`src/hw/csiVideoPkg.sv`:
```
//--------------------------------------
// CSI-2 video back end definitions
// Widths, buffer depths and the types
// shared along the pixel path
//--------------------------------------
`default_nettype none

package csiVideoPkg;

	//--------------------------------------
	// Widths
	//--------------------------------------
	localparam int lpPixelWordWidth = 64;	// Four packed YUV422 samples
	localparam int lpVideoWidth = 16;		// One sample pair to the sink
	localparam int lpWordsPerPixel = lpPixelWordWidth / lpVideoWidth;

	// Per-line counters, enough for a 4K line at one pixel per clock
	localparam int lpLineCntWidth = 12;

	//--------------------------------------
	// Buffers
	//--------------------------------------
	localparam int lpInFifoDepth = 16;		// Pixel words
	localparam int lpOutFifoDepth = 32;	// Video words

	// Free entries at almost full
	// Covers words still in flight in the splitter
	localparam int lpOutAlmostMargin = 4;

	//--------------------------------------
	// Types
	//--------------------------------------
	typedef logic [lpPixelWordWidth-1:0] tPixelWord;	// Sample 0 in bits 15:0
	typedef logic [lpVideoWidth-1:0] tVideoWord;
	typedef logic [lpLineCntWidth-1:0] tLineCount;		// Cycle or strobe count

	// Splitter FSM
	typedef enum logic [1:0]
	{
		Idle,	// Nothing held
		Fetch,	// Read issued, data due
		Emit	// Word held, slices going out
	} tSplitState;

endpackage

`default_nettype wire

```
`src/hw/csiVideoTop.sv`:
```
//--------------------------------------
// CSI-2 video back end top
// Line monitor, pixel word buffer, word
// splitter and video word buffer
//--------------------------------------
`timescale 1ns/1ps
`default_nettype none

module csiVideoTop
	import csiVideoPkg::*;
(
	input logic iPCLK,
	input logic iSRST,
	// From the CSI-2 controller
	input logic iMipiRxHs,
	input logic iMipiRxVd,
	input tPixelWord iMipiRxPixelData,
	// Video sink
	input logic iVideoFull,
	output tVideoWord oVideoData,
	output logic oVideoVd,
	// Status
	output logic oInFifoFull,
	output tLineCount oHsyncLength,
	output tLineCount oPixelsPerLine
);

	// Pixel word buffer
	logic wInWe;
	logic wInRe;
	tPixelWord wInRd;
	logic wInRvd;
	logic wInEmpty;
	// Video word buffer
	tVideoWord wOutWd;
	logic wOutWe;
	logic wOutAlmostFull;
	logic wOutRe;
	logic wOutEmpty;

	//--------------------------------------
	// Gates
	//--------------------------------------
	assign wInWe = iMipiRxVd & ~oInFifoFull;	// Drop words while full
	assign wOutRe = ~wOutEmpty & ~iVideoFull;	// Sink back-pressure

	lineMonitor uLineMonitor (
		.iPCLK(iPCLK),
		.iSRST(iSRST),
		.iHs(iMipiRxHs),
		.iVd(iMipiRxVd),
		.oHsyncLength(oHsyncLength),
		.oPixelsPerLine(oPixelsPerLine)
	);

	// Margin 0 makes almost full equal to full
	pixelFifo #(
		.pWidth(lpPixelWordWidth),
		.pDepth(lpInFifoDepth),
		.pAlmostMargin(0)
	) uInFifo (
		.iPCLK(iPCLK),
		.iSRST(iSRST),
		.iWd(iMipiRxPixelData),
		.iWe(wInWe),
		.oFull(oInFifoFull),
		.oAlmostFull(),
		.iRe(wInRe),
		.oRd(wInRd),
		.oRvd(wInRvd),
		.oEmpty(wInEmpty)
	);

	wordSplitter uWordSplitter (
		.iPCLK(iPCLK),
		.iSRST(iSRST),
		.oRe(wInRe),
		.iRd(wInRd),
		.iRvd(wInRvd),
		.iEmpty(wInEmpty),
		.oWd(wOutWd),
		.oWe(wOutWe),
		.iAlmostFull(wOutAlmostFull)
	);

	// Splitter holds at almost full and never reaches oFull
	pixelFifo #(
		.pWidth(lpVideoWidth),
		.pDepth(lpOutFifoDepth),
		.pAlmostMargin(lpOutAlmostMargin)
	) uOutFifo (
		.iPCLK(iPCLK),
		.iSRST(iSRST),
		.iWd(wOutWd),
		.iWe(wOutWe),
		.oFull(),
		.oAlmostFull(wOutAlmostFull),
		.iRe(wOutRe),
		.oRd(oVideoData),
		.oRvd(oVideoVd),
		.oEmpty(wOutEmpty)
	);

endmodule

`default_nettype wire

```
`src/hw/lineMonitor.sv`:
```
//--------------------------------------
// Line monitor
// Measures the sync level length and the
// valid words inside each line
//--------------------------------------
`timescale 1ns/1ps
`default_nettype none

module lineMonitor
	import csiVideoPkg::*;
(
	input logic iPCLK,
	input logic iSRST,
	input logic iHs,			// High during a line
	input logic iVd,			// One strobe per word
	output tLineCount oHsyncLength,
	output tLineCount oPixelsPerLine
);

	//--------------------------------------
	// Edge detect
	//--------------------------------------
	logic rHsLast;
	logic wHsFall;
	tLineCount rHsCnt;		// Running sync length
	tLineCount rVdCnt;		// Running strobe count

	assign wHsFall = rHsLast & ~iHs;	// First low cycle after a line

	//--------------------------------------
	// Counters and held results
	//--------------------------------------
	always_ff @(posedge iPCLK)
	begin
		if (iSRST)
		begin
			rHsLast <= 1'b0;
			rHsCnt <= '0;
			rVdCnt <= '0;
			oHsyncLength <= '0;
			oPixelsPerLine <= '0;
		end
		else
		begin
			rHsLast <= iHs;

			if (wHsFall)
			begin
				// Line done, publish and restart
				oHsyncLength <= rHsCnt;
				oPixelsPerLine <= rVdCnt;
				rHsCnt <= '0;
				rVdCnt <= '0;
			end
			else if (iHs)
			begin
				if (rHsCnt != '1)
					rHsCnt <= rHsCnt + 1'b1;	// Saturate at max
				if (iVd && (rVdCnt != '1))
					rVdCnt <= rVdCnt + 1'b1;
			end
		end
	end

	// Held results move only right after a line ends, or out of reset
	aHeldStable: assert property (@(posedge iPCLK) disable iff (iSRST)
		((oHsyncLength != $past(oHsyncLength)) ||
			(oPixelsPerLine != $past(oPixelsPerLine)))
		|-> ($past(wHsFall) || $past(iSRST)));

endmodule

`default_nettype wire

```
`src/hw/pixelFifo.sv`:
```
//--------------------------------------
// Single-clock FIFO
// Circular buffer with a registered read
// port and an almost-full flag
//--------------------------------------
`timescale 1ns/1ps
`default_nettype none

module pixelFifo
	import csiVideoPkg::*;
#(
	parameter int pWidth = lpVideoWidth,
	parameter int pDepth = lpOutFifoDepth,
	parameter int pAlmostMargin = lpOutAlmostMargin	// Free entries at almost full
)(
	input logic iPCLK,
	input logic iSRST,
	// Write side
	input logic [pWidth-1:0] iWd,
	input logic iWe,
	output logic oFull,
	output logic oAlmostFull,
	// Read side
	input logic iRe,
	output logic [pWidth-1:0] oRd,
	output logic oRvd,			// Data valid one cycle after iRe
	output logic oEmpty
);

	localparam int lpAddrWidth = (pDepth > 1) ? $clog2(pDepth) : 1;
	localparam int lpCntWidth = $clog2(pDepth + 1);

	//--------------------------------------
	// Storage and pointers
	//--------------------------------------
	logic [pWidth-1:0] rMem [pDepth];
	logic [lpAddrWidth-1:0] rWrPtr;
	logic [lpAddrWidth-1:0] rRdPtr;
	logic [lpCntWidth-1:0] rCount;		// Occupancy
	logic wWrite;
	logic wRead;

	assign wWrite = iWe & ~oFull;		// Guard against overrun
	assign wRead = iRe & ~oEmpty;

	// Flags straight from occupancy
	assign oFull = (rCount == lpCntWidth'(pDepth));
	assign oEmpty = (rCount == '0);
	assign oAlmostFull = ((lpCntWidth'(pDepth) - rCount) <= lpCntWidth'(pAlmostMargin));

	// Data array
	always_ff @(posedge iPCLK)
	begin
		if (wWrite)
			rMem[rWrPtr] <= iWd;
		if (wRead)
			oRd <= rMem[rRdPtr];	// Registered read
	end

	// Control state
	always_ff @(posedge iPCLK)
	begin
		if (iSRST)
		begin
			rWrPtr <= '0;
			rRdPtr <= '0;
			rCount <= '0;
			oRvd <= 1'b0;
		end
		else
		begin
			oRvd <= wRead;

			if (wWrite)
				rWrPtr <= (rWrPtr == lpAddrWidth'(pDepth - 1)) ? '0 : rWrPtr + 1'b1;
			if (wRead)
				rRdPtr <= (rRdPtr == lpAddrWidth'(pDepth - 1)) ? '0 : rRdPtr + 1'b1;

			case ({wWrite, wRead})
				2'b10: rCount <= rCount + 1'b1;
				2'b01: rCount <= rCount - 1'b1;
				default: rCount <= rCount;	// Idle or both at once
			endcase
		end
	end

	//--------------------------------------
	// Caller gating
	//--------------------------------------
	aNoWriteFull: assert property (@(posedge iPCLK) disable iff (iSRST)
		iWe |-> !oFull);
	aNoReadEmpty: assert property (@(posedge iPCLK) disable iff (iSRST)
		iRe |-> !oEmpty);

endmodule

`default_nettype wire

```
`src/hw/wordSplitter.sv`:
```
//--------------------------------------
// Word splitter
// Unpacks each 64-bit pixel word into
// four 16-bit video words, low first
//--------------------------------------
`timescale 1ns/1ps
`default_nettype none

module wordSplitter
	import csiVideoPkg::*;
(
	input logic iPCLK,
	input logic iSRST,
	// Pixel word FIFO
	output logic oRe,
	input tPixelWord iRd,
	input logic iRvd,
	input logic iEmpty,
	// Video word FIFO
	output tVideoWord oWd,
	output logic oWe,
	input logic iAlmostFull
);

	localparam int lpSliceWidth = $clog2(lpWordsPerPixel);

	tSplitState rState;
	tPixelWord rHold;				// Word being emitted
	logic [lpSliceWidth-1:0] rSlice;	// Next slice to send
	logic wLastSlice;
	tPixelWord qEmitSrc;
	logic qRe;
	logic qWe;

	assign wLastSlice = (rSlice == lpSliceWidth'(lpWordsPerPixel - 1));

	//--------------------------------------
	// Read, emit and source select
	//--------------------------------------
	always_comb
	begin
		qRe = 1'b0;
		qWe = 1'b0;
		qEmitSrc = rHold;
		case (rState)
			Idle:
				qRe = ~iEmpty;			// Start a fetch
			Fetch:
			begin
				// Slice 0 goes out straight from the read port
				qEmitSrc = iRd;
				qWe = iRvd & ~iAlmostFull;
			end
			Emit:
			begin
				qWe = ~iAlmostFull;
				qRe = qWe & wLastSlice & ~iEmpty;	// Prefetch on last slice
			end
			default:
				qRe = 1'b0;
		endcase
	end

	assign oRe = qRe;
	assign oWe = qWe;
	assign oWd = qEmitSrc[rSlice*lpVideoWidth +: lpVideoWidth];

	//--------------------------------------
	// FSM
	//--------------------------------------
	always_ff @(posedge iPCLK)
	begin
		if (iSRST)
		begin
			rState <= Idle;
			rSlice <= '0;
		end
		else
		begin
			if (qWe)
				rSlice <= rSlice + 1'b1;	// Wraps to 0 after the last slice

			case (rState)
				Idle:
					if (qRe)
						rState <= Fetch;
				Fetch:
					if (iRvd)
						rState <= Emit;
				Emit:
					if (qWe && wLastSlice)
						rState <= qRe ? Fetch : Idle;
				default:
					rState <= Idle;
			endcase
		end
	end

	// Capture the fetched word
	always_ff @(posedge iPCLK)
	begin
		if ((rState == Fetch) && iRvd)
			rHold <= iRd;
	end

	// Read only from a non-empty FIFO with data back one cycle later
	aReadReturns: assert property (@(posedge iPCLK) disable iff (iSRST)
		oRe |-> !iEmpty ##1 iRvd);

endmodule

`default_nettype wire

```
`config.mk`:
```
export PLATFORM = sky130hd
export DESIGN_NAME = csiVideoTop
export DESIGN_NICKNAME = d
export VERILOG_FILES = /design/src/hw/csiVideoPkg.sv /design/src/hw/csiVideoTop.sv /design/src/hw/lineMonitor.sv /design/src/hw/pixelFifo.sv /design/src/hw/wordSplitter.sv
export SDC_FILE = /design/constraint.sdc
export NUM_CORES = 2
export LEC_CHECK = 0
export BUFFER_PORTS_ARGS = -buffer_cell sky130_fd_sc_hd__buf_2
export CAP_MARGIN = 20
export CORE_UTILIZATION = 35
export CTS_BUF_LIST = sky130_fd_sc_hd__clkbuf_4
export DETAILED_ROUTE_END_ITERATION = 6
export GPL_TIMING_DRIVEN = 0
export HOLD_SLACK_MARGIN = 0.05
export PLACE_DENSITY_LB_ADDON = 0.12
export SLEW_MARGIN = 0
export SYNTH_ARGS = -nofsm -noshare
export SYNTH_HDL_FRONTEND = slang
export SYNTH_SLANG_ARGS = --single-unit
```
`constraint.sdc`:
```
create_clock -name iPCLK -period 16.28 [get_ports iPCLK]
set_input_delay 2.442 -clock iPCLK [delete_from_list [all_inputs] [get_ports iPCLK]]
set_output_delay 2.442 -clock iPCLK [all_outputs]
set_load 0.02 [all_outputs]
```
== Yosys cells after proc, flatten, opt, wreduce, memory -nomap -nowiden ==
Memories as Yosys holds them, arrays and structs flattened. A register that Yosys moved wholly into a read port is not among the register bits.
Cells that the tools add are included.

* $add $sub $neg: 12
* Order comparisons: 1
* Equal/unequal tests: 18
* Shift operators: 1
* Multiplexer cells: 18
* Bitwise logic cells: 17
* Reductions and logical operators: 12

{| class="wikitable"
|+ Operators with widths
! cell !! number
|-
| two-way mux 64 bit || 1
|-
| variable part select 64 x 7 -> 16 bit || 1
|-
| adder 12 x 1 -> 12 bit, second input constant || 2
|-
| != test 12 bit, second input constant || 2
|-
| adder 5 x 1 -> 5 bit, second input constant || 3
|-
| == test 5 bit, second input constant || 3
|-
| one-hot mux 6 bit (2 select lines) || 1
|-
| AND 1 bit || 10
|-
| two-way mux 5 bit || 2
|-
| one-hot mux 5 bit (2 select lines) || 1
|-
| adder 4 x 1 -> 4 bit, second input constant || 2
|-
| == test 2 bit, second input constant || 4
|-
| == test 4 bit, second input constant || 2
|-
| two-way mux 4 bit || 2
|-
| NOT 1 bit || 7
|-
| adder 6 x 1 -> 6 bit, second input constant || 1
|-
| == test 2 x 1 -> 1 bit, second input constant || 3
|-
| == test 6 bit, second input constant || 1
|-
| less-or-equal comparator 6 x 3 -> 1 bit, second input constant || 1
|-
| logical NOT 6 bit || 1
|-
| two-way mux 2 bit || 3
|-
| one-hot mux 2 bit (3 select lines) || 1
|-
| subtractor 6 x 1 -> 6 bit, second input constant || 1
|-
| subtractor 6 bit, first input constant || 1
|-
| 13 further kinds || 23
|}

* Bits in registers: 148
* Memory bits (writable): 1536
* Input bits: 69
* Output and inout port bits: 42
* Word-level logic and storage cells: 97
* Memories: 2

{| class="wikitable"
|+ Memory list
! memory !! depth !! width !! rd ports !! clocked after Yosys merged registers in !! wr ports !! RTL line !! RTL
|-
| uInFifo.rMem || 16 || 64 || 1 || 1 || 1 || pixelFifo.sv:36 || <nowiki>logic [pWidth-1:0] rMem [pDepth];</nowiki>
|-
| uOutFifo.rMem || 32 || 16 || 1 || 1 || 1 || pixelFifo.sv:36 ||
|}

== Longest topological paths before layout ==
* Depth after elaboration: 9
* Depth in mapped cells: 17
* Gate-level depth less buffers: 14

== Modules after synthesis ==
A second synthesis with hierarchy kept.

* Cell total of the unflattened synthesis: 3188
* Area, all modules: 67592.3 um^2

{| class="wikitable"
|+ By module, submodules not included
! module !! instances !! cells an instance !! area each (um^2) !! sequential area each (um^2)
|-
| pixelFifo (uInFifo) || 1 || 1752 || 41045.6 || 32951.6
|-
| pixelFifo (uOutFifo) || 1 || 1023 || 21232.9 || 16195.5
|-
| wordSplitter || 1 || 159 || 3240.6 || 2001.9
|-
| lineMonitor || 1 || 252 || 2055.7 || 980.9
|-
| csiVideoTop || 1 || 2 || 17.5 || 0.0
|}

== Worst setup path after synthesis ==
OpenSTA, ideal clock, no wires.

* Path type: in2reg
* Start: input iMipiRxVd
* End: memory uInFifo.rMem[0][0] (netlist name) (enable)
* Setup time: 0.565 ns
* Arrival time: 7.441 ns
* Data required time: 15.715 ns
* Setup slack: 8.275 ns
* Stages on the path: 4
* Path buffers: 1
* Cells stage by stage: a21boi_0 > clkbuf_1 > nand2_1 > nor3_1

* Cells in the longest elaborated chain, start to end: 4

{| class="wikitable"
|+ Ends and longest elaborated chain
! item !! RTL line !! RTL
|-
| start: declaration || csiVideoTop.sv:16 || <nowiki>input logic iMipiRxVd,</nowiki>
|-
| AND 1 bit || csiVideoTop.sv:44 || <nowiki>assign wInWe = iMipiRxVd & ~oInFifoFull;</nowiki>
|-
| AND 1 bit || pixelFifo.sv:43 || <nowiki>assign wWrite = iWe & ~oFull;</nowiki>
|-
| two-way mux 1 bit || pixelFifo.sv:54 || <nowiki>if (wWrite)</nowiki>
|-
| two-way mux 1 bit (not written as such) || pixelFifo.sv:55 || <nowiki>rMem[rWrPtr] <= iWd;</nowiki>
|-
| end: declaration || pixelFifo.sv:36 ||
|}

Every way passes these cells.

== Worst setup path after layout ==
* Start: register uInFifo.rCount[0]
* End: output oInFifoFull

* Cells in the longest elaborated chain, start to end: 1

{| class="wikitable"
|+ Ends and longest elaborated chain
! item !! RTL line !! RTL
|-
| start: declaration || pixelFifo.sv:39 || <nowiki>logic [lpCntWidth-1:0] rCount;</nowiki>
|-
| start signal: assignment || pixelFifo.sv:80 || <nowiki>2'b10: rCount <= rCount + 1'b1;</nowiki>
|-
| start signal: assignment || pixelFifo.sv:81 || <nowiki>2'b01: rCount <= rCount - 1'b1;</nowiki>
|-
| start signal: assignment || pixelFifo.sv:82 || <nowiki>default: rCount <= rCount;</nowiki>
|-
| == test 5 bit || pixelFifo.sv:47 || <nowiki>assign oFull = (rCount == lpCntWidth'(pDepth));</nowiki>
|-
| end: declaration || csiVideoTop.sv:23 || <nowiki>output logic oInFifoFull,</nowiki>
|}

Every way passes these cells.

==> flow_metrics.py <==
metrics = {
    "clocking": {
        "root_buffer": "clkbuf_4",
        "cts_tree": "yes",
        "clock-sinks": 1764,
        "clk_pin_slew_ps": 70,
        "cts_made_buffers": 479,
        "cts_resized": 0,
        "htree_levels": 5,
        "clock_latency_ps": 1380,
        "post_cts_buffers": 0,
        "clockBufferDepth": 4,
        "cts_hold_buf": 0,
    },
    "outcome": {
        "status": "finished clean",
    },
    "floorplanning": {
        "fp.dieH_um": 442.5,
        "rows": 161,
        "start_util_pct": 35.27,
        "pin_count": 111,
        "die_area_um2": 195800,
        "die_w_um": 442.5,
        "core_area_um2": 192600,
    },
    "logic_synthesis": {
        "yosys_warnings": 0,
        "synthFlopType": "edfxtp_1",
        "syn_inst": 3343,
        "async_flop_share_pct": 0,
        "avgSynthCellArea_um2": 20.32,
        "ys_seq_area_share_pct": 76.75,
        "ys_ff_latch": 1764,
        "synth_edf_count": 1680,
        "syn_area_um2": 67920,
        "ys_types": 54,
        "syn_nets": 3439,
    },
    "critical_path": {
        "slowest_stage": "nor4_2",
        "path_buf_inv": 1,
        "cp.required_ps": 13840,
        "critPathLaunchType": "flip-flop",
        "crit_path_end_kind": "primary output",
        "worstPathMaxFanout": 4,
        "slowest_delay_ps": 410,
        "path_delay_family": "simple AND/OR/NAND/NOR gates",
        "critPathKind": "reg -> out",
        "critPathArrivalTime_ps": 2410,
        "crit_path_cell_trace": "nor4_2 > and2_1 > buf_2",
    },
    "layout": {
        "nFillCells": 17460,
        "final_nets": 4123,
        "layout-drive-gt1-share_pct": 32.38,
        "finalInstanceArea_um2": 79160,
        "fin_cells": 6913,
        "area_growth_pct": 16.55,
    },
    "grt": {
        "grt_pass1_wl_mm": 258.8,
        "grt_max_degree": 46,
        "grt_overflow": 0,
        "grt_antenna_before_repair": 22,
        "grt_util_all_layers_pct": 18.38,
        "grt_pass1_vias": 36642,
    },
    "detailed_routing": {
        "firstDrtPassIters": 5,
        "antenna_left": 0,
        "drt_iter0_drc": 2300,
        "wl_per_cell_um": 26.11,
        "vias": 34960,
        "drc": 0,
        "drt_wl_total_mm": 180.5,
        "viasPerCell": 5.057,
    },
    "placement": {
        "port_buffers": 108,
        "placed_cell_area_um2": 73280,
        "hpwl_mm": 116.8,
        "gp_congestion": 0.7656,
        "post-place-cells": 6071,
        "place_ws_ps": 10610,
    },
    "sta": {
        "min_period_ps": 4856,
        "slew_headroom_pct": 26.43,
        "worst_slew_pin_slew_ps": 1104,
        "hold_viol_final": 0,
        "tns_ps": 0,
        "maxSlewViolCount": 0,
        "finalSetupViolCount": 0,
        "fin_ws_ps": 11420,
        "finalCritPeriodShare_pct": 29.83,
        "fmax_ghz": 0.2059,
        "skew_ps": 141.1,
        "rsz0062_at_grt": "no",
    },
    "hold_path": {
        "hp-class": "reg -> reg",
    },
    "job": {
        "cap_violations": 0,
    },
    "power_and_ir_drop": {
        "power_leakage_nw": 24.83,
        "ir_worst_vdd_uv": 104.1,
        "finalPower_mw": 11.41,
        "power_density_nw_per_um2": 144.1,
    },
}
sequential cells by signal, summed over array words and instances (netlist names), 12 cells and up:
name                         cells
uInFifo.rMem                  1024
uOutFifo.rMem                  512
uInFifo.oRd                     64
uWordSplitter.rHold             64
uOutFifo.oRd                    16
uLineMonitor.oHsyncLength       12
uLineMonitor.oPixelsPerLine     12
uLineMonitor.rHsCnt             12
uLineMonitor.rVdCnt             12
report_power, final:
| part | total (mW) | switching (mW) | leakage, nW | internal, mW |
|---|---|---|---|---|
| Clock | 3.80 | 1.79 | 3.53 | 2.01 |
| Sequential | 5.56 | 0.122 | 15.9 | 5.43 |
| Combinational | 2.05 | 1.30 | 5.43 | 0.750 |
metrics by stage:
stage	hold slack (ps)	utilization, %
global route	385.2	41.10
CTS	371.6	41.08
floorplan	420.9	-
finish	387.1	41.11
global placement	428.5	37.19
detailed placement	431.4	38.05
final timing paths:
check | from | endpoint | slack, ps | cells after the start
setup / recovery | uInFifo.rCount[0]$_SDFFE_PP0P_ | oInFifoFull | 11420 | 3
hold / removal | uInFifo.oRd[4]$_DFFE_PP_ | uWordSplitter.rHold[4]$_DFFE_PP_ | 390 | 0
setup reg to reg | uInFifo.rRdPtr[1]$_SDFFE_PP0P_ | uInFifo.oRd[56]$_DFFE_PP_ | 11980 | 5
hold reg to reg | uInFifo.oRd[4]$_DFFE_PP_ | uWordSplitter.rHold[4]$_DFFE_PP_ | 390 | 0
Yosys cell counts (all sizes together) (6+ instances only):
cell | number | area (µm²)
a22oi | 64 | 480.5
nand4 | 22 | 137.6
and2 | 19 | 118.9
or3 | 6 | 37.54
nand3 | 42 | 210.2
clkbuf | 118 | 442.9
ha | 26 | 325.3
edfxtp | 1680 | 50450
nor2 | 84 | 315.3
o21ai | 12 | 60.06
xnor2 | 13 | 113.9
nand2 | 85 | 319.1
a21oi | 155 | 775.7
xor2 | 15 | 131.4
mux2i | 198 | 1982
buf | 73 | 380.4
inv | 22 | 82.58
dfxtp | 84 | 1682
nand2b | 7 | 43.79
a211oi | 69 | 523.0
nor2b | 106 | 663.1
nor3 | 20 | 100.1
mux4 | 352 | 7928
and3 | 6 | 37.54
mux2 | 17 | 191.4
final cells by class:
cell class / count / area [µm²] / share of cell area (%)
Inverter: 22 / 85.08 / 0.1075
Buffer: 191 / 823.3 / 1.040
Antenna cell: 17 / 42.54 / 0.05374
Timing Repair Buffer: 203 / 2046 / 2.584
Clock buffer: 718 / 5390 / 6.809
Sequential cell: 1764 / 52130 / 65.85
Tap cell: 2526 / 3161 / 3.992
Multi-Input combinational cell: 1366 / 15050 / 19.01
Clock inverter: 106 / 440.4 / 0.5563
cell usage in the layout (no fill, tap or decap), types with 10 or more instances in the layout:
| master | n |
|---|---|
| nor2_2 | 16 |
| clkinv_2 | 13 |
| xor2_1 | 15 |
| nor3_1 | 16 |
| buf_12 | 34 |
| nand3_1 | 42 |
| mux4_2 | 352 |
| dfxtp_1 | 84 |
| clkbuf_1 | 118 |
| edfxtp_1 | 1680 |
| a211oi_1 | 68 |
| clkbuf_4 | 718 |
| buf_1 | 10 |
| and2_1 | 18 |
| buf_6 | 33 |
| nand2_1 | 85 |
| ha_1 | 26 |
| nor2b_1 | 106 |
| a22oi_1 | 64 |
| buf_2 | 163 |
| xnor2_1 | 13 |
| nor2_4 | 12 |
| mux2_2 | 17 |
| diode_2 | 17 |
| mux2i_1 | 198 |
| buf_4 | 11 |
| nand4_1 | 22 |
| a21oi_1 | 155 |
| o21ai_0 | 12 |
| inv_1 | 20 |
| nor2_1 | 56 |
| clkinv_1 | 87 |
| buf_8 | 20 |
worst reg2reg max path: cells and delay by family, from the launching register on:
family / cells / cell delay [ps]
buf+inv: 3 / 2490
compound gates: 2 / 570
flops: 1 / 890
layer usage:
layer  wire length [µm]  up-vias  track usage, %  share of wire, %
met1              76010    18256           23.49                42
met5                 74        -               0             0.041
met2              91820      940           31.27                51
met4               4401       12           6.057               2.4
met3               8163      329           3.655               4.5
li1                   -    15423               -                 -
logic make-up (layout without fill, tap and decap cells):
family / after synthesis / count (layout) / synth area share [%]
adders and majority gates: 27 / 27 / 0.5084
AOI/OAI and AO/OA: 321 / 321 / 2.947
buffers and inverters: 213 / 1240 / 1.334
and+or+nand+nor: 423 / 423 / 3.229
other: 0 / 17 / 0
muxes: 567 / 567 / 14.87
xor gates and xnor gates: 28 / 28 / 0.3611
DFF: 1764 / 1764 / 76.75
Note: power is estimated with default switching activity, not from simulation.
